### src/hdl/membus_cfg.svh
`ifndef MEMBUS_CFG_SVH
`define MEMBUS_CFG_SVH

// ----------------------------------------------------------
// bus timing

`define MB_SLOT_CYCLES    8        // clock cycles in one bus slot

// ----------------------------------------------------------
// memory map, in 64-byte lines

`define MB_RAM_BASE_LINE  8388608  // 0x20000000 / 64
`define MB_RAM_LINES      64       // size of the line store

// ----------------------------------------------------------
// controller buffering

`define MB_REQ_DEPTH      4        // commands waiting for the line store
`define MB_RESP_DEPTH     4        // read lines waiting for a fill slot
`define MB_DRAM_LATENCY   6        // read pipeline stages in the store

`endif
### src/hdl/membus_pkg.sv
package membus_pkg;

  // ----------------------------------------------------------
  // bus fields

  typedef logic [31:6]  line_addr_t;  // one cache line of byte address space
  typedef logic [4:0]   bus_tag_t;
  typedef logic [63:0]  beat_t;
  typedef logic [511:0] line_data_t;  // beat 0 sits in the low bits

  typedef logic [5:0]   store_idx_t;  // line index inside the RAM window
  typedef logic [2:0]   slot_cyc_t;   // position within a bus slot

  typedef enum logic [2:0] {
    cmd_busrd  = 3'd0,
    cmd_busrdx = 3'd1,
    cmd_flush  = 3'd2,
    cmd_fill   = 3'd3
  } bus_cmd_e;

  // ----------------------------------------------------------
  // controller internal transfers

  // one accepted bus command on its way to the line store
  typedef struct packed {
    logic       wr;    // flush carries a line to write
    bus_tag_t   tag;
    store_idx_t idx;
    line_data_t data;
  } dram_req_t;

  // one read line on its way back to the bus
  typedef struct packed {
    bus_tag_t   tag;
    line_addr_t addr;
    line_data_t data;
  } dram_resp_t;

endpackage

### src/hdl/dram_bus_port.sv
`timescale 1ns/100ps
`include "membus_cfg.svh"

module dram_bus_port (
  input  logic                   clk,
  input  logic                   rst,

  input  logic                   bus_valid,
  input  logic                   bus_nack,
  input  logic                   bus_hit,
  input  membus_pkg::bus_cmd_e   bus_cmd,
  input  membus_pkg::bus_tag_t   bus_tag,
  input  membus_pkg::line_addr_t bus_addr,
  input  membus_pkg::beat_t      bus_data,
  input  logic                   bus_dramctl_grant,

  output logic                   dramctl_bus_req,
  output logic                   dramctl_bus_nack,
  output logic                   dramctl_bus_fill_valid,
  output membus_pkg::bus_cmd_e   dramctl_bus_cmd,
  output membus_pkg::bus_tag_t   dramctl_bus_tag,
  output membus_pkg::line_addr_t dramctl_bus_addr,
  output membus_pkg::beat_t      dramctl_bus_data,

  output logic                   req_push,
  output membus_pkg::dram_req_t  req_data,
  input  logic [2:0]             req_free,

  output logic                   resp_pop,
  input  membus_pkg::dram_resp_t resp_data,
  input  logic                   resp_empty
);
  import membus_pkg::*;

  localparam line_addr_t RAM_BASE   = line_addr_t'(`MB_RAM_BASE_LINE);
  localparam line_addr_t RAM_END    = line_addr_t'(`MB_RAM_BASE_LINE + `MB_RAM_LINES);
  localparam slot_cyc_t  CYC_LAST   = slot_cyc_t'(`MB_SLOT_CYCLES - 1);
  localparam slot_cyc_t  CYC_PUSH   = slot_cyc_t'(0);
  localparam slot_cyc_t  CYC_DECODE = slot_cyc_t'(3);
  localparam slot_cyc_t  CYC_GRANT  = slot_cyc_t'(7);
  localparam int         BEAT_W     = $bits(beat_t);

  slot_cyc_t  slot_cyc;
  logic       cmd_is_read;
  logic       cmd_is_flush;
  logic       in_window;
  logic       cmd_relevant;
  logic       req_room;
  logic       cmd_valid_r;
  logic       cmd_write_r;
  bus_tag_t   cmd_tag_r;
  store_idx_t cmd_idx_r;
  line_data_t wdata_r;
  line_data_t fill_line_r;

  // ----------------------------------------------------------
  // slot counter and command decode

  always_ff @(posedge clk) begin
    if (rst) begin
      slot_cyc <= '0;
    end else if (slot_cyc == CYC_LAST) begin
      slot_cyc <= '0;
    end else begin
      slot_cyc <= slot_cyc + 1'b1;
    end
  end

  always_comb begin
    cmd_is_read  = 1'b0;
    cmd_is_flush = 1'b0;
    case (bus_cmd)
      cmd_busrd, cmd_busrdx: cmd_is_read  = 1'b1;
      cmd_flush:             cmd_is_flush = 1'b1;
      default: ;                                  // fills and unknown codes are not ours
    endcase
  end

  assign in_window    = (bus_addr >= RAM_BASE) && (bus_addr < RAM_END);
  assign cmd_relevant = bus_valid & ~bus_nack & in_window &
                        ((cmd_is_read & ~bus_hit) | cmd_is_flush);  // a flush lands even on a hit

  // the previous command was pushed at cycle 0, so the free count is current here
  assign req_room = (req_free != 3'd0);

  // ----------------------------------------------------------
  // accept or nack, then hand over at the next slot boundary

  always_ff @(posedge clk) begin
    if (rst) begin
      cmd_valid_r      <= 1'b0;
      dramctl_bus_nack <= 1'b0;
    end else if (slot_cyc == CYC_DECODE) begin
      cmd_valid_r      <= cmd_relevant & req_room;
      dramctl_bus_nack <= cmd_relevant & ~req_room;  // held until the next decode cycle
    end
  end

  always_ff @(posedge clk) begin
    if (slot_cyc == CYC_DECODE) begin
      cmd_write_r <= cmd_is_flush;
      cmd_tag_r   <= bus_tag;
      cmd_idx_r   <= store_idx_t'(bus_addr - RAM_BASE);
    end
  end

  always_ff @(posedge clk) begin
    wdata_r[slot_cyc*BEAT_W +: BEAT_W] <= bus_data;  // beat number follows the slot cycle
  end

  assign req_push = cmd_valid_r & (slot_cyc == CYC_PUSH);

  always_comb begin
    req_data.wr   = cmd_write_r;
    req_data.tag  = cmd_tag_r;
    req_data.idx  = cmd_idx_r;
    req_data.data = wdata_r;
  end

  // ----------------------------------------------------------
  // bus request and fill slot

  assign resp_pop = (slot_cyc == CYC_GRANT) & dramctl_bus_req & bus_dramctl_grant;

  always_ff @(posedge clk) begin
    if (rst) begin
      dramctl_bus_req        <= 1'b0;
      dramctl_bus_fill_valid <= 1'b0;
    end else if (slot_cyc == CYC_GRANT) begin
      // the line popped now may have been the last one, so skip a slot after a fill
      dramctl_bus_req        <= ~resp_empty & ~resp_pop;
      dramctl_bus_fill_valid <= resp_pop;
    end
  end

  always_ff @(posedge clk) begin
    if (resp_pop) begin
      dramctl_bus_tag  <= resp_data.tag;
      dramctl_bus_addr <= resp_data.addr;
      fill_line_r      <= resp_data.data;
    end
  end

  assign dramctl_bus_cmd  = cmd_fill;
  assign dramctl_bus_data = fill_line_r[slot_cyc*BEAT_W +: BEAT_W];

endmodule

### config.mk
export PLATFORM = sky130hd
export DESIGN_NAME = dram_bus_port
export DESIGN_NICKNAME = d
export VERILOG_FILES = /design/src/hdl/membus_pkg.sv /design/src/hdl/dram_bus_port.sv
export VERILOG_INCLUDE_DIRS = /design/src /design/src/hdl
export SDC_FILE = /design/constraint.sdc
export NUM_CORES = 1
export LEC_CHECK = 0
export BUFFER_PORTS_ARGS = -buffer_cell sky130_fd_sc_hd__buf_2
export CAP_MARGIN = 15
export CORE_AREA = 3 3 495 497
export DETAILED_ROUTE_END_ITERATION = 7
export DIE_AREA = 0 0 498 500
export HOLD_SLACK_MARGIN = 0.05
export PLACE_DENSITY = 0.43
export SLEW_MARGIN = 5
export SYNTH_ARGS = -nofsm -noshare
export SYNTH_HDL_FRONTEND = slang
export SYNTH_SLANG_ARGS = --single-unit
### constraint.sdc
create_clock -name clk -period 13.25 [get_ports clk]
set_input_delay 0.6625 -clock clk [delete_from_list [all_inputs] [get_ports clk]]
set_output_delay 0.6625 -clock clk [all_outputs]
set_load 0.1 [all_outputs]
Word-level counts from Yosys, hierarchy flattened
Cells that the tools add are included.
{"block": "word_totals", "wordCells": 49, "regBits": 1074, "rom_bits": 0, "output_inout_bits": 627, "mem_count": 0, "ramBits": 0, "latchBits": 0, "inputBits": 651}
{"block": "classes", "multipliers": 0, "n_eq_ne": 4, "bitwise": 16, "order_cmp": 2, "n_reduce_logical": 6, "shift": 3, "muxes": 3, "div_mod_pow": 0, "n_addsub": 3}
{"cell": "512-bit bitwise mux", "n": 1}
{"cell": "64-bit by 34-bit variable shift with 512-bit output (first input constant)", "n": 1}
{"cell": "512-bit by 10-bit variable part select with 64-bit output", "n": 1}
{"cell": "64-bit by 34-bit variable part select with 512-bit output", "n": 1}
{"cell": "9-bit negator with 34-bit output", "n": 1}
{"cell": "26-bit by 24-bit >= comparator with 1-bit output (second input constant)", "n": 1}
{"cell": "26-bit by 24-bit less-than comparator with 1-bit output (second input constant)", "n": 1}
{"cell": "1-bit bitwise AND", "n": 10}
{"cell": "3-bit by 2-bit equality test with 1-bit output (second input constant)", "n": 2}
{"cell": "3-bit zero test", "n": 2}
{"cell": "6-bit by 1-bit subtractor with 6-bit output (second input constant)", "n": 1}
{"cell": "1-bit NOT", "n": 5}
{"cell": "2-bit OR reduction", "n": 2}
{"cell": "3-bit by 1-bit adder with 3-bit output (second input constant)", "n": 1}
{"cell": "3-bit by 1-bit equality test with 1-bit output (second input constant)", "n": 1}
{"cell": "3-bit equality test (second input constant)", "n": 1}
{"cell": "3-bit nonzero test", "n": 1}
{"cell": "1-bit 2-to-1 mux", "n": 2}
{"cell": "1-bit logical AND", "n": 1}
{"cell": "1-bit OR", "n": 1}

Logic depth before layout (Yosys ltp)
{"block": "depth", "ltp_word": 7, "mapped_depth": 10, "ltp_nobuf": 6}

Worst setup path before layout
No wires, ideal clock.
{"block": "synth_timing", "path_kind": "register to register", "start": "register dramctl_bus_req", "end": "register dramctl_bus_addr[0], enable pin", "setup_ns": 0.917, "period_less_slack_ns": 13.104, "slack_ns": 0.146, "path_stages_with_launch": 3, "path_buffers": 0, "arrival_ns": 12.187, "required_ns": 12.333, "cell_sequence": "dfxtp_1 -> nand3_1 -> inv_1"}
{"block": "synth_between", "elab_chain_len": 2}
{"element": "from (decl)", "line_no": "dram_bus_port.sv:17", "source": "output logic dramctl_bus_req,"}
{"element": "from (signal assigned)", "line_no": "dram_bus_port.sv:131", "source": "dramctl_bus_req <= ~resp_empty & ~resp_pop;"}
{"element": "1-bit bitwise AND (2 in a row)", "line_no": "dram_bus_port.sv:123", "source": "assign resp_pop = (slot_cyc == CYC_GRANT) & dramctl_bus_req & bus_dramctl_grant;"}
{"element": "named net resp_pop", "line_no": "dram_bus_port.sv:29", "source": "output logic resp_pop,"}
{"element": "to (signal assigned)", "line_no": "dram_bus_port.sv:139", "source": "dramctl_bus_addr <= resp_data.addr;"}
{"element": "to (decl)", "line_no": "dram_bus_port.sv:22", "source": "output membus_pkg::line_addr_t dramctl_bus_addr,"}
The timed path passes the listed nets, and every way through them passes these cells.
A chain may end at the register's enable or synchronous reset.

Worst setup path after layout
{"block": "layout_timing", "start": "register slot_cyc[0]", "end": "output port dramctl_bus_data[13]"}
{"block": "layout_between", "elab_chain_len": 1}
{"element": "from (decl)", "line_no": "dram_bus_port.sv:43", "source": "slot_cyc_t slot_cyc;"}
{"element": "from (signal assigned)", "line_no": "dram_bus_port.sv:65", "source": "slot_cyc <= slot_cyc + 1'b1;"}
{"element": "512-bit by 10-bit variable part select with 64-bit output", "line_no": "dram_bus_port.sv:145", "source": "assign dramctl_bus_data = fill_line_r[slot_cyc*BEAT_W +: BEAT_W];"}
{"element": "to (decl)", "line_no": "dram_bus_port.sv:23", "source": "output membus_pkg::beat_t dramctl_bus_data,"}
No other way between the ends.

==> metrics.md <==
| Metric | Value |
|---|---|
| Crit path kind | flop to output pin |
| Met3 routed WL | 12,070 um |
| Max Cap Viol | 0 |
| Die width | 498 um |
| Critical Path Most Common Cell | buf_4 |
| Setup Skew | 0.03791 ns |
| Synth warn | 0 |
| Num CTS Buffers | 120 |
| Most instantiated cells after synthesis | 1,067 x edfxtp_1, 509 x and2_1, 194 x nand2_1 |
| Fin crit share | 42.62% |
| Post-route DRC | 0 |
| Slew headroom | 30.43% |
| Layout cells sized above 1 | 40.16% |
| Finish-stage setup viols | 0 |
| Initial core utilization | 16.57% |
| First-pass GRT wire length | 214,200 um |
| Tot GR Track Use | 12.10% |
| CP max stage delay | 0.78 ns |
| Antenna viol nets, final | 0 |
| Worst Hold Launch | resp_data[169] |
| Status | completed |
| RR Startpoint | slot_cyc[1]$_SDFF_PP0_ |
| IR drop worst, VDD | 106.8 uV |
| Initial DRC count | 1,791 |
| Post-route setup slack | 7.603 ns |
| Finished Layout Cells | 7,227 |
| TNS Setup | 0 ns |
| Num rows | 180 |
| Top-count cell post-synth | edfxtp_1 |
| Worst path arrival time | 4.98 ns |
| Maximum buffer depth of the clock tree | 3 |
| Netlist cell types | 32 |
| Post-Syn Instances | 2,059 |
| Crit path max fanout | 40 |
| Fin Hold WS | 0.1486 ns |
| Pint | 5915 uW |
| Via count | 25,360 |
| Combinational group share of total power | 14.8% |
| CP startpoint | slot_cyc[0]$_SDFF_PP0_ |
| Clock root cell | clkbuf_16 |
| Die area | 249,000 um^2 |
| CP Launch Type | flop |
| Ratio of total power to cell area | 140.1 nW/um^2 |
| Met2 wire len | 79,540 um |
| Num Clock Sinks | 1,074 |
| Sequential-to-total area share from yosys stat | 80.64% |
| Static leakage | 0.02160 uW |
| Via-per-instance ratio | 3.509 |
| DPL Wire Length | 114,500 um |
| Crit-path cells | buf_4 > buf_4 > buf_4 > mux4_2 > nand2_1 > nand2_1 > buf_2 |
| Final hold vios | 0 |
| Placed insts | 6,450 |
| HP Class | primary input to flop |
| Async SR Flop Fraction | 0% |
| DR top layer | met5 |
| Critical path's slowest cell | dfxtp_4 |
| Syn_area_per_cell | 19.38 um^2 |
| Placement Setup Slack | 7.841 ns |
| Min Tclk post-route | 5.647 ns |
| Pins Over Slew Limit | 0 |
| Ranking of synthesized cells by area | edfxtp_1 80%, and2_1 8.0%, mux4_2 7.2% |
| GPL Wtd Cong | 0.7742 |
| Core Region | 240,800 um^2 |
| Yosys top cell area share | 80.29% |
| Routed len/inst | 21.49 um |
| Io pins | 1,278 |
| Vias in the first global route | 26,700 |
| Initial antenna violation count | 61 |
| Net Sw Power | 2364 uW |
| Area grow syn2layout | 48.12% |
| Sequential share of power | 46.2% |
| PostCTS Resize Cnt | 0 |
| Drt pass-1 iters | 5 |
| PortBufs | 1,274 |
| Area leader, netlist | edfxtp_1 |
| Setup bufs post-CTS | 0 |
| Final WL | 155,300 um |
| Sw Share | 28.56% |
| #FFs+latches synth | 1,074 |
| Reg clk slew, reported paths | 0.07 ns |
| CTS tree | built |
| Htree depth | 3 |
| Cell Area, Synth | 39,900 um^2 |
| RSZ-0062 raised after global routing | no |
| Grt ovf | 0 |
| Clk network pwr share | 39.0% |
| Post-synth EDFFs | 1,067 |
| CP endpoint kind | output pin |
| # nets final | 4,573 |
| Critical path data required time | 12.59 ns |
| Met1 WL | 60,100 um |
| Worst skew pair latency | 0.76 ns |
| Largest net degree at the start of global routing | 90 |
| Max Freq | 0.1771 GHz |
| Worst Tran Pin Value | 1.044 ns |
| Ys flop type | edfxtp_1 |
| Die H | 500 um |
-- kinds of logic after synthesis --
| kind of cell | share of synthesized area, % |
|---|---|
| fa+ha+maj | 0.1568 |
| mux | 7.274 |
| other cells | 0.01882 |
| simple gates | 10.45 |
| buf+inv | 1.389 |
| flops | 80.64 |
| compound gates | 0.06586 |
-- timing repair --
item,CTS,global route
endpoints found under the setup margin,0,0
endpoints found under the hold margin,530,0
hold buffers,530,0
-- state kept, by name (all words and copies together) (netlist names) --
| name | cells |
|---|---|
| cmd_valid_r | 1 |
| dramctl_bus_fill_valid | 1 |
| fill_line_r | 512 |
| cmd_tag_r | 5 |
| dramctl_bus_req | 1 |
| wdata_r | 512 |
| cmd_idx_r | 6 |
| dramctl_bus_nack | 1 |
| dramctl_bus_addr | 26 |
| cmd_write_r | 1 |
| dramctl_bus_tag | 5 |
| slot_cyc | 3 |
-- final timing paths --
path / slack [ns] / endpoint / depth (start not counted)
hold / removal: 0.15 / fill_line_r[169]$_DFFE_PP_ / 1
hold reg to reg: 0.47 / dramctl_bus_fill_valid$_SDFFE_PP0P_ / 2
setup / recovery: 7.60 / dramctl_bus_data[13] / 7
setup reg to reg: 7.88 / fill_line_r[305]$_DFFE_PP_ / 7
-- power groups by stage --
stage	clock [uW]	sequential, uW	combinational [uW]
after global placement	0	3890	1100
final	3230	3820	1220
after CTS	3360	3820	1240
after global routing	3480	3830	1280
after detailed placement	0	3900	1110
after floorplan	0	4260	408
-- metal layers --
metal	vias to the layer above	GRT usage, %
met2	1126	21.71
met1	12510	13.99
met5	-	0
met4	14	2.978
met3	230	3.708
li1	11480	-
-- worst max-delay path: cells and delay by family (launching register included) --
family	cells	cell delay [ns]
DFF	1	0.78
and+or+nand+nor	2	0.17
buffers and inverters	4	2.47
muxes	1	0.60
-- per-stage QoR --
| step | total power, uW | utilization (%) | area [um^2] |
|---|---|---|---|
| after global placement | 4998 | 20.78 | 50020 |
| final | 8279 | 24.55 | 59110 |
| after CTS | 8427 | 24.52 | 59040 |
| after global routing | 8594 | 24.54 | 59070 |
| after floorplan | 4672 | - | 39910 |
| after detailed placement | 5001 | 20.78 | 50020 |
-- layout by cell type (no fill, tap or decap), drive strengths merged, types with 3 or more instances in the layout --
cell            n
clkbuf        149
dfxtp           7
ha              5
buf          1304
conb            3
nand2         195
clkinv         51
inv             9
dlygate4sd3   530
edfxtp       1067
nand2b          6
nor4            6
nor3            6
diode          28
clkinvlp        7
mux4          128
nor2            9
bufinv          7
and2          509
-- cell type report --
cell class | instances | area, um^2
fillers | 25070 | 181600
flip-flops and latches | 1074 | 32190
repair buffers | 1834 | 11910
multi-input cells | 883 | 7217
well taps | 3185 | 3985
clock buffers | 149 | 3112
clock inverters | 70 | 599.3
diodes | 28 | 70.07
inverters | 4 | 25.02
Power figures use the tool's default switching activity.
