**config.mk**
```make
export PLATFORM = sky130hd
export DESIGN_NAME = dram_queue
export DESIGN_NICKNAME = d
export VERILOG_FILES = /design/src/hdl/membus_cfg.svh /design/src/hdl/dram_queue.sv
export SDC_FILE = /design/constraint.sdc
export NUM_CORES = 1
export LEC_CHECK = 0
export ABC_AREA = 1
export BUFFER_PORTS_ARGS = -buffer_cell sky130_fd_sc_hd__buf_4
export CAP_MARGIN = 20
export CORE_UTILIZATION = 45
export CTS_BUF_LIST = sky130_fd_sc_hd__clkbuf_4 sky130_fd_sc_hd__clkbuf_8
export DETAILED_ROUTE_END_ITERATION = 10
export PLACE_DENSITY = 0.65
export SYNTH_ARGS = -nofsm -noshare
export SYNTH_HDL_FRONTEND = slang
export SYNTH_SLANG_ARGS = --single-unit
```
**constraint.sdc**
```tcl
create_clock -name clk -period 5.4 [get_ports clk]
set_input_delay 0.81 -clock clk [delete_from_list [all_inputs] [get_ports clk]]
set_output_delay 0.81 -clock clk [all_outputs]
set_load 0.1 [all_outputs]
```
**src/hdl/membus_cfg.svh**
```systemverilog
`ifndef MEMBUS_CFG_SVH
`define MEMBUS_CFG_SVH

// ----------------------------------------------------------
// bus timing

`define MB_SLOT_CYCLES    8        // clock cycles in one bus slot

// ----------------------------------------------------------
// memory map, in 64-byte lines

`define MB_RAM_BASE_LINE  8388608  // 0x20000000 / 64
`define MB_RAM_LINES      64       // size of the line store

// ----------------------------------------------------------
// controller buffering

`define MB_REQ_DEPTH      4        // commands waiting for the line store
`define MB_RESP_DEPTH     4        // read lines waiting for a fill slot
`define MB_DRAM_LATENCY   6        // read pipeline stages in the store

`endif
```
**src/hdl/dram_queue.sv**
```systemverilog
`timescale 1ns/100ps

module dram_queue #(
  parameter int WIDTH = 8,
  parameter int DEPTH = 4
) (
  input  logic             clk,
  input  logic             rst,
  input  logic             push,
  input  logic [WIDTH-1:0] push_data,
  input  logic             pop,
  output logic [WIDTH-1:0] pop_data,
  output logic             empty,
  output logic             full,
  output logic [2:0]       free
);

  localparam int PW = (DEPTH > 1) ? $clog2(DEPTH) : 1;
  localparam int CW = $clog2(DEPTH + 1);

  logic [WIDTH-1:0] mem [DEPTH];
  logic [PW-1:0]    wr_ptr;
  logic [PW-1:0]    rd_ptr;
  logic [CW-1:0]    count;
  logic             do_push;
  logic             do_pop;

  function automatic logic [PW-1:0] ptr_next(input logic [PW-1:0] p);
    return (p == PW'(DEPTH - 1)) ? '0 : p + 1'b1;
  endfunction

  assign empty    = (count == '0);
  assign full     = (count == CW'(DEPTH));
  assign free     = 3'(DEPTH - int'(count));
  assign do_pop   = pop & ~empty;
  assign do_push  = push & (~full | do_pop);  // a full queue takes a push alongside a pop
  assign pop_data = mem[rd_ptr];              // head is visible before the pop

  always_ff @(posedge clk) begin
    if (do_push) begin
      mem[wr_ptr] <= push_data;
    end
  end

  always_ff @(posedge clk) begin
    if (rst) begin
      wr_ptr <= '0;
      rd_ptr <= '0;
      count  <= '0;
    end else begin
      if (do_push) begin
        wr_ptr <= ptr_next(wr_ptr);
      end
      if (do_pop) begin
        rd_ptr <= ptr_next(rd_ptr);
      end
      case ({do_push, do_pop})
        2'b10:   count <= count + 1'b1;
        2'b01:   count <= count - 1'b1;
        default: ;
      endcase
    end
  end

endmodule

```
Yosys cells after proc, flatten, opt, wreduce, memory -nomap -nowiden --
Memories as Yosys holds them, arrays and structs flattened. A register that Yosys moved wholly into a read port is not among the register bits. Cells that the tools add are included.
Word-level totals: memories kept 1, memory bits (writable) 32, bits of input ports 12, output and inout bits 13, bits in registers 7
Memories:
- mem | depth 4, bits a word 8, rd ports 1, clocked after Yosys merged registers in 1, wr ports 1, RTL line dram_queue.sv:21 | logic [WIDTH-1:0] mem [DEPTH];
Operators by class: eq/ne operators 5, mux-type cells 7, add/sub/neg operators 5, bitwise gates (word level) 5, reductions and logical operators 2
Operator list (number):
- $mux W2 | 4
- $eq A2 B2 Y1 const B | 3
- $pmux W3 S2 | 1
- $add A2 B1 Y2 const B | 2
- $add A3 B1 Y3 const B | 1
- $eq A3 B3 Y1 const B | 1
- $logic_not A3 Y1 | 1
- $sub A3 B1 Y3 const B | 1
- $sub A3 B3 Y3 const A | 1
- $and A1 B1 Y1 | 2
- $eq A2 B1 Y1 const B | 1
- $mux W1 | 2
- $not A1 Y1 | 2
- $reduce_bool A2 Y1 | 1
- $or A1 B1 Y1 | 1

Depth between registers and ports, before layout --
Gate-level depths: netlist (run 1).
depth after elaboration 7, depth in mapped cells 11, mapped depth without buffers 11

Worst setup path after synthesis (run 1) --
No wires, ideal clock.
path kind register to output, from register with a tool-made name, to output port pop_data[5], path buffers 1, data arrival time 2.104 ns, path slack 2.486 ns, data required time 4.590 ns, cell stages (with the launch flop) 5, cells stage by stage dfxtp_1 inv_2 buf_6 o21ai_1 o22ai_1
RTL lines:
- end, declared | RTL line dram_queue.sv:12 | output logic [WIDTH-1:0] pop_data,

==> flow_summary.rst, run 1 <==
.. list-table::
   :header-rows: 1

   * - Metric
     - Value
   * - Status
     - completed
   * - Switching portion of total power
     - 0.446
   * - Clock period minus worst slack
     - 2.57 ns
   * - Pin count of the biggest net entering global routing
     - 18
   * - Period utilisation layout
     - 0.477
   * - Post-synth EDFFs
     - 32
   * - Library cell with the largest summed area after synthesis
     - sky130_fd_sc_hd__edfxtp_1
   * - Number of levels in the clock H-tree
     - 2
   * - Flip-flop and latch count after synthesis
     - 41
   * - Internal cell power
     - 0.621 mW
   * - Maximum fanout count along the critical path
     - 17
   * - Source-to-sink clock delay at the later pin of the worst-skew pair
     - 0.29 ns
   * - Initial antenna violation count
     - 0
   * - Arrival time at the worst endpoint
     - 1.76 ns
   * - Placeable core region
     - 3660 um^2
   * - Count of synthesis-stage warnings from yosys
     - 0
   * - Synthesized cell area
     - 1730 um^2
   * - Cell area reported after detailed placement
     - 1940 um^2
   * - Gates resized, CTS repair
     - 0
   * - Die Ht
     - 63.9 um
   * - Synth cell types
     - 20
   * - Total power after layout
     - 1.12 mW
   * - Uppermost signal routing layer after detailed routing
     - met4
   * - Floorplan die width
     - 63.9 um
   * - Wirelength, routed
     - 2950 um
   * - Area growth from synthesis to final layout
     - 19.1%
   * - Share of layout cells above drive strength 1
     - 0.233
   * - Starting density of the core
     - 0.471
   * - Capturing instance or port of the critical path
     - pop_data[1]
   * - Number of standard cells after synthesis
     - 147
   * - Startpoint-to-endpoint class of the critical path
     - reg2out
   * - Count of cells along the worst register-to-register path
     - 6
   * - Number of port buffers
     - 24
   * - Avg Synthesized Cell Area
     - 11.7 um^2
   * - Filler cells
     - 321
   * - Kind of path behind the tightest hold check
     - reg2reg
   * - Relative slew slack
     - 0.478
   * - Met1 Wirelength
     - 1210 um
   * - Critical path data required time
     - 4.59 ns
   * - Design area
     - 2060 um^2
   * - Global-route wire length before repair
     - 5020 um
   * - DR DRC count
     - 0
   * - ANT nets after route
     - 0
   * - Iteration-0 DRC count of the detailed router
     - 44
   * - Type of origin of the critical path
     - flip-flop
   * - Number of primary I/O pins
     - 25
   * - Top cell type's share of synthesized area
     - 0.557
   * - Global-route congestion overflow total
     - 0
   * - Endpoint of the worst-slack reg-to-reg timing path
     - mem[0][4]
   * - Total leakage power
     - 0.817 nW
   * - Number of max-slew violations in the final report
     - 0
   * - Most area-consuming cells after synthesis
     - sky130_fd_sc_hd__edfxtp_1 56%, sky130_fd_sc_hd__dfxtp_1 10%, sky130_fd_sc_hd__nor2_1 6.5%
   * - Inserted Clock Buffers
     - 5
   * - Count of hold buffers inserted by post-cts repair
     - 0
   * - Clock slew seen by the registers of the worst setup and hold paths
     - 0.07 ns
   * - Sequential Power Share
     - 0.353
   * - Die footprint
     - 4090 um^2
   * - Switching Power
     - 0.501 mW
   * - Wire length on met3
     - 127 um
   * - Number of vias per cell after detailed routing
     - 5.01
   * - Net count reported at finish
     - 196
   * - Std cell rows
     - 22
   * - Share of the core filled with cells in the final layout
     - 0.562
   * - Launch instance of the worst register-to-register path
     - count[0]
   * - Main synth FF type
     - sky130_fd_sc_hd__edfxtp_1
   * - Share of flip-flops with an asynchronous set or reset
     - 0
   * - Largest voltage drop on the vdd net
     - 0.364 mV
   * - Final clock skew
     - 0.00390 ns
   * - Sequential cell area fraction in the yosys report
     - 0.661
   * - Average routed wire per standard cell
     - 13.2 um
   * - TritonCTS clock tree
     - yes
   * - Worst reg-to-reg setup slack
     - 3.18 ns
   * - Max-cap violations
     - 0
   * - Combinational fraction of design power
     - 0.426
   * - Highest clock rate
     - 388 MHz
   * - Pre-Repair DR Iteration Count
     - 3
   * - Cell chosen for the clock root
     - sky130_fd_sc_hd__clkbuf_8
   * - Post-CTS setup buffers
     - 0
   * - Final HPWL DP
     - 2090 um
   * - Worst setup EP type
     - output pin
   * - Summed negative setup slack over all endpoints
     - 0 ns
   * - Nets in the synthesized netlist
     - 168
   * - Maximum root-to-sink buffer count
     - 2
   * - Global-route usage over all layers
     - 0.169
   * - Antenna diode count
     - 0
   * - Total number of vias
     - 1122
   * - Via count of the first global-routing pass
     - 1135
   * - Power density normalized to cell area
     - 546 nW/um^2
   * - Setup repair after global routing missed its margin
     - false
   * - Detail Route met2 WL
     - 1570 um
   * - Number of hold violations in the final report
     - 0
   * - Count of clock tree sinks
     - 41
   * - Clock share of power
     - 0.221
   * - # setup viols final
     - 0
   * - Last weighted congestion value of the routability-driven placer
     - 0.823
   * - Worst Tran Pin Value
     - 0.780 ns
-- registers in the layout, indices dropped and copies added, names as in the netlist, named ones only --
signal and count:
mem 32, count 3, rd_ptr 2, wr_ptr 2
-- layout by cell type (no fill, tap or decap), types with 3 or more instances in the layout --
| cell | instances |
|---|---|
| sky130_fd_sc_hd__a21oi_1 | 3 |
| sky130_fd_sc_hd__clkbuf_8 | 6 |
| sky130_fd_sc_hd__o21ai_1 | 6 |
| sky130_fd_sc_hd__o22ai_1 | 8 |
| sky130_fd_sc_hd__nand3_1 | 3 |
| sky130_fd_sc_hd__o21ai_0 | 16 |
| sky130_fd_sc_hd__edfxtp_1 | 32 |
| sky130_fd_sc_hd__inv_1 | 15 |
| sky130_fd_sc_hd__inv_2 | 5 |
| sky130_fd_sc_hd__buf_4 | 24 |
| sky130_fd_sc_hd__dfxtp_1 | 9 |
| sky130_fd_sc_hd__nor2_1 | 30 |
| sky130_fd_sc_hd__ha_1 | 8 |
-- synth_stat cells, types with 2 or more instances --
library cell,instances
sky130_fd_sc_hd__ha_1,8
sky130_fd_sc_hd__nor2_1,30
sky130_fd_sc_hd__nand3_1,3
sky130_fd_sc_hd__inv_1,15
sky130_fd_sc_hd__buf_6,2
sky130_fd_sc_hd__nand2_2,2
sky130_fd_sc_hd__o22ai_1,8
sky130_fd_sc_hd__inv_2,5
sky130_fd_sc_hd__o21ai_1,6
sky130_fd_sc_hd__o21ai_0,16
sky130_fd_sc_hd__a21oi_1,3
sky130_fd_sc_hd__edfxtp_1,32
sky130_fd_sc_hd__dfxtp_1,9
sky130_fd_sc_hd__nand2_1,2
-- cells by family (layout without fill, tap and decap cells) --
logic type | after synthesis | count (layout) | synth area share
compound gates | 35 | 35 | 0.112
fa+ha+maj | 9 | 9 | 0.0696
buf+inv | 23 | 52 | 0.0609
flops | 41 | 41 | 0.661
simple gates | 39 | 39 | 0.0957
-- critical path: stages (launching register included) --
cell	delay, ns
sky130_fd_sc_hd__dfxtp_1	0.69
sky130_fd_sc_hd__inv_2	0.24
sky130_fd_sc_hd__o21ai_0	0.22
sky130_fd_sc_hd__o22ai_1	0.09
sky130_fd_sc_hd__buf_4	0.24
-- routing by layer --
metal / vias to the layer above / GRT usage
met1: 532 / 0.172
met4: 0 / 0.0710
met3: 6 / 0.0589
li1: 562 / -
met5: - / 0
met2: 22 / 0.309
-- power groups by stage --
stage / clock (mW) / sequential (mW) / combinational (mW)
floorplan: 0 / 0.392 / 0.407
global route: 0.267 / 0.400 / 0.508
CTS: 0.254 / 0.396 / 0.483
finish: 0.248 / 0.396 / 0.478
detailed placement: 0 / 0.403 / 0.482
global placement: 0 / 0.402 / 0.474
-- worst min path at each step --
stage               startpoint       end  slack (ns)  cells after the start
finish                count[1]  count[1]        0.51                      2
global route          count[1]  count[1]        0.56                      2
CTS                   count[1]  count[1]        0.52                      2
detailed placement    count[1]  count[1]        0.50                      2
global placement      count[1]  count[1]        0.49                      2
floorplan             count[1]  count[1]        0.46                      2
-- area by class of cell --
cell class	count	area, um^2	area share
Sequential cell	41	1140	0.555
Multi-Input combinational cell	83	479	0.233
Timing Repair Buffer	24	180	0.0876
Clock buffer	6	82.6	0.0402
Inverter	20	75.1	0.0365
Tap cell	48	60.1	0.0292
Clock inverter	2	37.5	0.0183
-- stage by stage --
stage,worst slack [ns],std cells,hold slack [ns]
after floorplan,2.49,147,0.462
after global placement,3.14,216,0.490
after detailed placement,3.11,216,0.501
after CTS,2.79,224,0.520
after global routing,2.57,224,0.561
final,2.83,224,0.514
(Power assumes the default switching activity.)
==> run 2, diff against run 1 <==
Settings changed: ABC_AREA 1 to 0, PLACE_DENSITY 0.65 to 0.68.
Clock period 5.4 ns to 2.2 ns, I/O delays scaled along.
==> run 2 against run 1 <==
Clock skew is essentially flat. Via count shrank 17%. Synthesized cell count shrank 30%. Highest routed layer unchanged. Critical endpoint is now count[1]. Synthesized area grew 2.0%. Critical path depth grew 4. Die area grew 1.9%. Non-clock buffer count grew 3. Utilization grew 0.45 points. Register-to-register slack lost 3.0 ns.
==> flow_summary.rst, run 2 <==
.. list-table::
   :header-rows: 1

   * - Metric
     - Value
   * - Status
     - completed
   * - Die Ht
     - 64.5 um (+0.95%)
   * - Number of port buffers
     - 24 (unchanged)
   * - Count of clock tree sinks
     - 41 (unchanged)
   * - Post-synth EDFFs
     - 32 (unchanged)
   * - Cell chosen for the clock root
     - sky130_fd_sc_hd__clkbuf_8
   * - DR DRC count
     - 0 (unchanged)
   * - Most area-consuming cells after synthesis
     - sky130_fd_sc_hd__edfxtp_1 55%, sky130_fd_sc_hd__dfxtp_1 10%, sky130_fd_sc_hd__mux4_2 10%
   * - Maximum root-to-sink buffer count
     - 2 (unchanged)
   * - Setup repair after global routing missed its margin
     - false
   * - Net count reported at finish
     - 153 (-22%)
   * - Leading cell type in the layout, fill and taps excluded
     - sky130_fd_sc_hd__edfxtp_1
   * - Library cell with the largest summed area after synthesis
     - sky130_fd_sc_hd__edfxtp_1
   * - Number of standard cells after synthesis
     - 103 (-30%)
   * - Avg Synthesized Cell Area
     - 17.1 um^2 (+46%)
   * - Arrival time at the worst endpoint
     - 2.25 ns (+0.49 ns)
   * - Total number of vias
     - 932 (-17%)
   * - Share of flip-flops with an asynchronous set or reset
     - 0 (unchanged)
   * - Antenna diode count
     - 0 (unchanged)
   * - Count of hold buffers inserted by post-cts repair
     - 0 (unchanged)
   * - Type of origin of the critical path
     - flip-flop
   * - Number of hold violations in the final report
     - 0 (unchanged)
   * - Count of synthesis-stage warnings from yosys
     - 0 (unchanged)
   * - Clock slew seen by the registers of the worst setup and hold paths
     - 0.08 ns (about the same)
   * - Highest-count cells in the layout ignoring fill and taps
     - 32 x sky130_fd_sc_hd__edfxtp_1, 27 x sky130_fd_sc_hd__buf_4, 9 x sky130_fd_sc_hd__dfxtp_1
   * - Iteration-0 DRC count of the detailed router
     - 36 (-18%)
   * - Startpoint-to-endpoint class of the critical path
     - reg2reg
   * - Starting density of the core
     - 0.473 (+0.00211)
   * - Worst Tran Pin Value
     - 0.425 ns (-0.355 ns)
   * - Pre-Repair DR Iteration Count
     - 4 (+1)
   * - Final clock skew
     - 0.00432 ns (+0.000424 ns)
   * - Nets in the synthesized netlist
     - 124 (-26%)
   * - Synth cell types
     - 26 (+30%)
   * - Average routed wire per standard cell
     - 15.6 um (+18%)
   * - Max-cap violations
     - 0 (unchanged)
   * - Endpoint of the worst-slack reg-to-reg timing path
     - count[1]
   * - Number of max-slew violations in the final report
     - 0 (unchanged)
   * - Number of flip-flops under the largest register name
     - 32 (unchanged)
   * - Top register by number of flip-flops
     - mem
   * - Critical path data required time
     - 2.39 ns (-2.20 ns)
   * - Inserted Clock Buffers
     - 5 (unchanged)
   * - Number of vias per cell after detailed routing
     - 5.15 (+2.8%)
   * - Pin count of the biggest net entering global routing
     - 16 (-2)
   * - Endpoint of the worst hold path
     - mem[3][0]
   * - Std cell rows
     - 22 (unchanged)
   * - Synthesized cell area
     - 1760 um^2 (+2.0%)
   * - WHS Path Cells
     - 1 (-1)
   * - Last weighted congestion value of the routability-driven placer
     - 0.761 (-7.6%)
   * - Launch instance of the worst register-to-register path
     - count[0]
   * - Global-route wire length before repair
     - 4600 um (-8.4%)
   * - Top cell type's share of synthesized area
     - 0.546 (-0.0107)
   * - Worst setup EP type
     - flip-flop
   * - Placeable core region
     - 3720 um^2 (+1.5%)
   * - TritonCTS clock tree
     - yes
   * - Highest clock rate
     - 485 MHz
   * - Flip-flop and latch count after synthesis
     - 41 (unchanged)
   * - Number of primary I/O pins
     - 25 (unchanged)
   * - Final hold slack
     - 0.227 ns (-0.288 ns)
   * - Floorplan die width
     - 64.5 um (+0.95%)
   * - Worst reg-to-reg setup slack
     - 0.14 ns (-3.04 ns)
   * - Area growth from synthesis to final layout
     - 19.6%
   * - Clock period minus worst slack
     - 2.06 ns
   * - Most common library cells after synthesis
     - 32 x sky130_fd_sc_hd__edfxtp_1, 9 x sky130_fd_sc_hd__dfxtp_1, 8 x sky130_fd_sc_hd__ha_1, 8 x sky130_fd_sc_hd__mux4_2, 8 x sky130_fd_sc_hd__nor2_1
   * - Source-to-sink clock delay at the later pin of the worst-skew pair
     - 0.30 ns (about the same)
   * - Global-route usage over all layers
     - 0.161 (-0.00794)
   * - Final HPWL DP
     - 2030 um (-2.8%)
   * - Kind of path behind the tightest hold check
     - in2reg
   * - Period utilisation layout
     - 0.937
   * - Sequential cell area fraction in the yosys report
     - 0.649 (-0.0127)
   * - Initial antenna violation count
     - 0 (unchanged)
   * - # setup viols final
     - 0 (unchanged)
   * - Die footprint
     - 4160 um^2 (+1.9%)
   * - ANT nets after route
     - 0 (unchanged)
   * - Maximum fanout count along the critical path
     - 3 (-14)
   * - Wirelength, routed
     - 2820 um (-4.4%)
   * - Relative slew slack
     - 0.716 (+0.238)
   * - Share of layout cells above drive strength 1
     - 0.444 (+0.211)
   * - Global-route congestion overflow total
     - 0 (unchanged)
   * - Most common cell in the synthesized netlist
     - sky130_fd_sc_hd__edfxtp_1
   * - Number of levels in the clock H-tree
     - 2 (unchanged)
   * - Main synth FF type
     - sky130_fd_sc_hd__edfxtp_1
   * - Leading registers by flop count
     - mem (32), count (3)
   * - Worst Hold Launch
     - push_data[0]
   * - Count of cells along the worst register-to-register path
     - 8 (+2)
   * - Via count of the first global-routing pass
     - 979 (-14%)
run 2: cell types whose count changed after synthesis, sizes merged, moves of 8 or more:
cell / change
o21ai: -23
o22ai: -8
inv: -13
nor2: -23
mux4: +8
run 2: logic make-up (layout without fill, tap and decap cells):
logic type,count (synthesis),in the layout,share of synthesized area
AOI/OAI and AO/OA,3,3,0.0242
adders and majority gates,9,9,0.0683
buffers and inverters,12,42,0.0334
DFF,41,41,0.649
muxes,15,15,0.147
and+or+nand+nor,23,23,0.0790
run 2: what timing repair did:
action / 4_1_cts / 5_1_grt
setup buffers: 0 / 0
setup endpoints to repair: 0 / 2
gates resized for setup: 0 / 2
run 2: how the worst max path moves through the flow:
stage | startpoint | to | slack (ns) | cells past startpoint
global route | count[0] | count[1] | 0.03 | 8
finish | count[0] | count[1] | 0.14 | 8
CTS | count[0] | count[2] | 0.05 | 8
detailed placement | count[0] | count[2] | 0.08 | 9
floorplan | count[0] | count[2] | -0.001 | 9
global placement | count[0] | count[2] | 0.20 | 9
run 2: per-layer routing:
metal	share of wire	global-route usage	routed length (um)	up-vias
met1	0.40	0.172	1140	472
met3	0.037	0.0423	104	8
met5	0	0	0	-
met4	0.027	0.100	75	0
li1	-	-	-	435
met2	0.53	0.280	1500	17
run 2: worst max-delay path, stage by stage (launching register included):
cell and delay [ns]:
sky130_fd_sc_hd__dfxtp_1 0.35, sky130_fd_sc_hd__inv_1 0.10, sky130_fd_sc_hd__ha_2 0.23, sky130_fd_sc_hd__ha_4 0.17, sky130_fd_sc_hd__nor3b_2 0.20, sky130_fd_sc_hd__inv_1 0.09, sky130_fd_sc_hd__fa_2 0.53, sky130_fd_sc_hd__nor2_1 0.04
sky130_fd_sc_hd__mux2_2 0.26
run 2: stage by stage:
stage               utilization   TNS, ns  cells  setup WS [ns]  instance area [um^2]
floorplan                     -  -0.00133    103       -0.00133                  1770
global placement          0.539         0    173          0.196                  2000
detailed placement        0.539         0    173         0.0758                  2000
CTS                       0.565         0    181         0.0523                  2100
global route              0.566         0    181         0.0348                  2100
finish                    0.566         0    181          0.139                  2100
run 2: layout make-up:
class | instances | area, um^2
clock buffers | 5 | 68.8
clock inverters | 3 | 25.0
fillers | 303 | 1610
inverters | 7 | 26.3
multi-input cells | 50 | 579
flip-flops and latches | 41 | 1140
well taps | 48 | 60.1
repair buffers | 27 | 203
Power of run 2 is left out: the tool's default activity adds up to more than one toggle a clock period on the data nets, which glitch-free logic cannot reach.
==> run 3, diff against run 2 <==
Settings changed: CORE_UTILIZATION 45 to 53, PLACE_DENSITY 0.68 to unset, PLACE_DENSITY_LB_ADDON set to 0.3, REMOVE_ABC_BUFFERS set to 1.
==> run 3 against run 2 <==
Utilization increased by 9.2 points. Count of clock-buffer cells in the layout unchanged. Fmax about the same. Cell count decreased by 2.2%. Routed wire length decreased by 3.9%. Global-route usage increased by 1.5 points. Worst hold slack got worse by 0.054 ns.
==> flow_summary.rst, run 3 (same netlist as run 2, synthesis figures left out) <==
.. list-table::
   :header-rows: 1

   * - Metric
     - Value
   * - Status
     - completed
   * - Clock slew seen by the registers of the worst setup and hold paths
     - 0.12 ns (+0.04 ns)
   * - Endpoint of the worst-slack reg-to-reg timing path
     - count[1]
   * - Worst setup EP type
     - flip-flop
   * - # setup viols final
     - 0 (unchanged)
   * - Top register by number of flip-flops
     - mem
   * - Floorplan die width
     - 59.6 um (-7.6%)
   * - Source-to-sink clock delay at the later pin of the worst-skew pair
     - 0.35 ns (+0.05 ns)
   * - Initial antenna violation count
     - 0 (unchanged)
   * - Setup repair after global routing missed its margin
     - false
   * - DR DRC count
     - 0 (unchanged)
   * - Worst Tran Pin Value
     - 0.374 ns (-0.0512 ns)
   * - Number of vias per cell after detailed routing
     - 5.11 (-0.81%)
   * - Net count reported at finish
     - 153 (unchanged)
   * - Number of levels in the clock H-tree
     - 2 (unchanged)
   * - Endpoint of the worst hold path
     - mem[0][7]
   * - Count of cells along the worst register-to-register path
     - 8 (unchanged)
   * - Count of clock tree sinks
     - 41 (unchanged)
   * - Worst reg-to-reg setup slack
     - 0.14 ns (about the same)
   * - Iteration-0 DRC count of the detailed router
     - 20 (-44%)
   * - Number of flip-flops under the largest register name
     - 32 (unchanged)
   * - Antenna diode count
     - 0 (unchanged)
   * - Period utilisation layout
     - 0.937 (about the same)
   * - Share of layout cells above drive strength 1
     - 0.414 (-0.0301)
   * - ANT nets after route
     - 0 (unchanged)
   * - Placeable core region
     - 3100 um^2 (-16%)
   * - Pin count of the biggest net entering global routing
     - 15 (-1)
   * - Pre-Repair DR Iteration Count
     - 4 (unchanged)
   * - Cell chosen for the clock root
     - sky130_fd_sc_hd__clkbuf_4
   * - Number of primary I/O pins
     - 25 (unchanged)
   * - Global-route usage over all layers
     - 0.175 (+0.0147)
   * - Type of origin of the critical path
     - flip-flop
   * - Highest-count cells in the layout ignoring fill and taps
     - 32 x sky130_fd_sc_hd__edfxtp_1, 27 x sky130_fd_sc_hd__buf_4, 9 x sky130_fd_sc_hd__dfxtp_1
   * - Worst-case setup slack after placement
     - 0.109 ns (+0.0332 ns)
   * - Highest clock rate
     - 485 MHz (about the same)
   * - Delay of the slowest cell on the worst path
     - 0.51 ns (-0.02 ns)
   * - Kind of path behind the tightest hold check
     - in2reg
   * - Last weighted congestion value of the routability-driven placer
     - 0.819 (+7.6%)
   * - Std cell rows
     - 20 (-9.1%)
   * - Relative slew slack
     - 0.750 (+0.0342)
   * - WHS Path Cells
     - 1 (unchanged)
   * - Number of max-slew violations in the final report
     - 0 (unchanged)
   * - Cell with the largest stage delay on the worst path
     - sky130_fd_sc_hd__fa_2
   * - Inserted Clock Buffers
     - 5 (unchanged)
   * - Count of hold buffers inserted by post-cts repair
     - 0 (unchanged)
   * - Die Ht
     - 59.6 um (-7.6%)
   * - Critical path data required time
     - 2.45 ns (+0.06 ns)
   * - Final HPWL DP
     - 1980 um (-2.4%)
   * - Clock period minus worst slack
     - 2.06 ns (+0.000920 ns)
   * - Average routed wire per standard cell
     - 15.3 um (-1.7%)
   * - TritonCTS clock tree
     - yes
   * - Area growth from synthesis to final layout
     - 16.1%
   * - Starting density of the core
     - 0.567 (+0.0935)
   * - Maximum root-to-sink buffer count
     - 2 (unchanged)
   * - CP Cell Sequence
     - inv_1 -> ha_1 -> ha_1 -> nor3b_2 -> inv_1 -> fa_2 -> nor2_1 -> mux2_2
   * - Via count of the first global-routing pass
     - 885 (-9.6%)
   * - Design area
     - 2040 um^2 (-2.9%)
   * - Max-cap violations
     - 0 (unchanged)
   * - Final worst slack
     - 0.138 ns (-0.000920 ns)
   * - Startpoint-to-endpoint class of the critical path
     - reg2reg
   * - Number of hold violations in the final report
     - 0 (unchanged)
   * - Maximum fanout count along the critical path
     - 3 (unchanged)
   * - Worst Hold Launch
     - push_data[7]
   * - Number of port buffers
     - 24 (unchanged)
   * - Die footprint
     - 3550 um^2 (-15%)
   * - Global-route wire length before repair
     - 4060 um (-12%)
   * - Leading cell type in the layout, fill and taps excluded
     - sky130_fd_sc_hd__edfxtp_1
   * - Final clock skew
     - 0.00785 ns (+0.00353 ns)
   * - Global-route congestion overflow total
     - 0 (unchanged)
   * - Total number of vias
     - 904 (-3.0%)
   * - Launch instance of the worst register-to-register path
     - count[0]
   * - Arrival time at the worst endpoint
     - 2.31 ns (+0.06 ns)
   * - Cell area reported after detailed placement
     - 1980 um^2 (-1.0%)
   * - Leading registers by flop count
     - mem (32), count (3)
   * - Wirelength, routed
     - 2710 um (-3.9%)
## run 3: cell count changes in the layout (fill, tap and decap cells not counted), sizes merged
cell	delta
clkinv	+2
clkinvlp	-1
inv	-1
## run 3: how the worst max path moves through the flow
stage / from / to / cells after the start / slack, ns
floorplan: count[0] / count[2] / 9 / -1.18
global placement: count[0] / count[2] / 9 / 0.17
detailed placement: count[0] / count[2] / 9 / 0.11
CTS: count[0] / count[2] / 9 / 0.09
global route: count[0] / count[2] / 9 / 0.02
finish: count[0] / count[1] / 8 / 0.14
## run 3: area by class of cell
class	count	area, um^2
inverter	7	26.3
timing repair buffer	27	203
sequential	41	1140
clock buffer	5	37.5
fill	242	1060
clock inverter	3	17.5
tap	44	55.1
multi-input combinational	50	562
## run 3: worst max-delay path: cells and delay by family, from the launching register on
family / cells / cell delay (ns)
fa+ha+maj: 3 / 0.94
flops: 1 / 0.36
mux: 1 / 0.25
simple gates: 2 / 0.23
buf+inv: 2 / 0.17
## run 3: through the flow
step                hold slack, ns  instances  utilization  TNS, ns
global placement             0.495        169        0.640        0
global route                 0.144        177        0.658        0
floorplan                    0.411         98            -   -42.41
detailed placement           0.518        169        0.640        0
finish                       0.172        177        0.658        0
CTS                          0.164        177        0.657        0
## run 3: repair_timing
action	4_1_cts	5_1_grt
resized for setup	0	1
setup buffers	0	0
setup endpoints to repair	0	1
## run 3: metal layers
metal,GRT usage,part of all wire
met1,0.194,0.42
met4,0.0930,0.020
met2,0.289,0.51
met5,0,0
met3,0.0721,0.047
Power of run 3 is left out for the same reason.
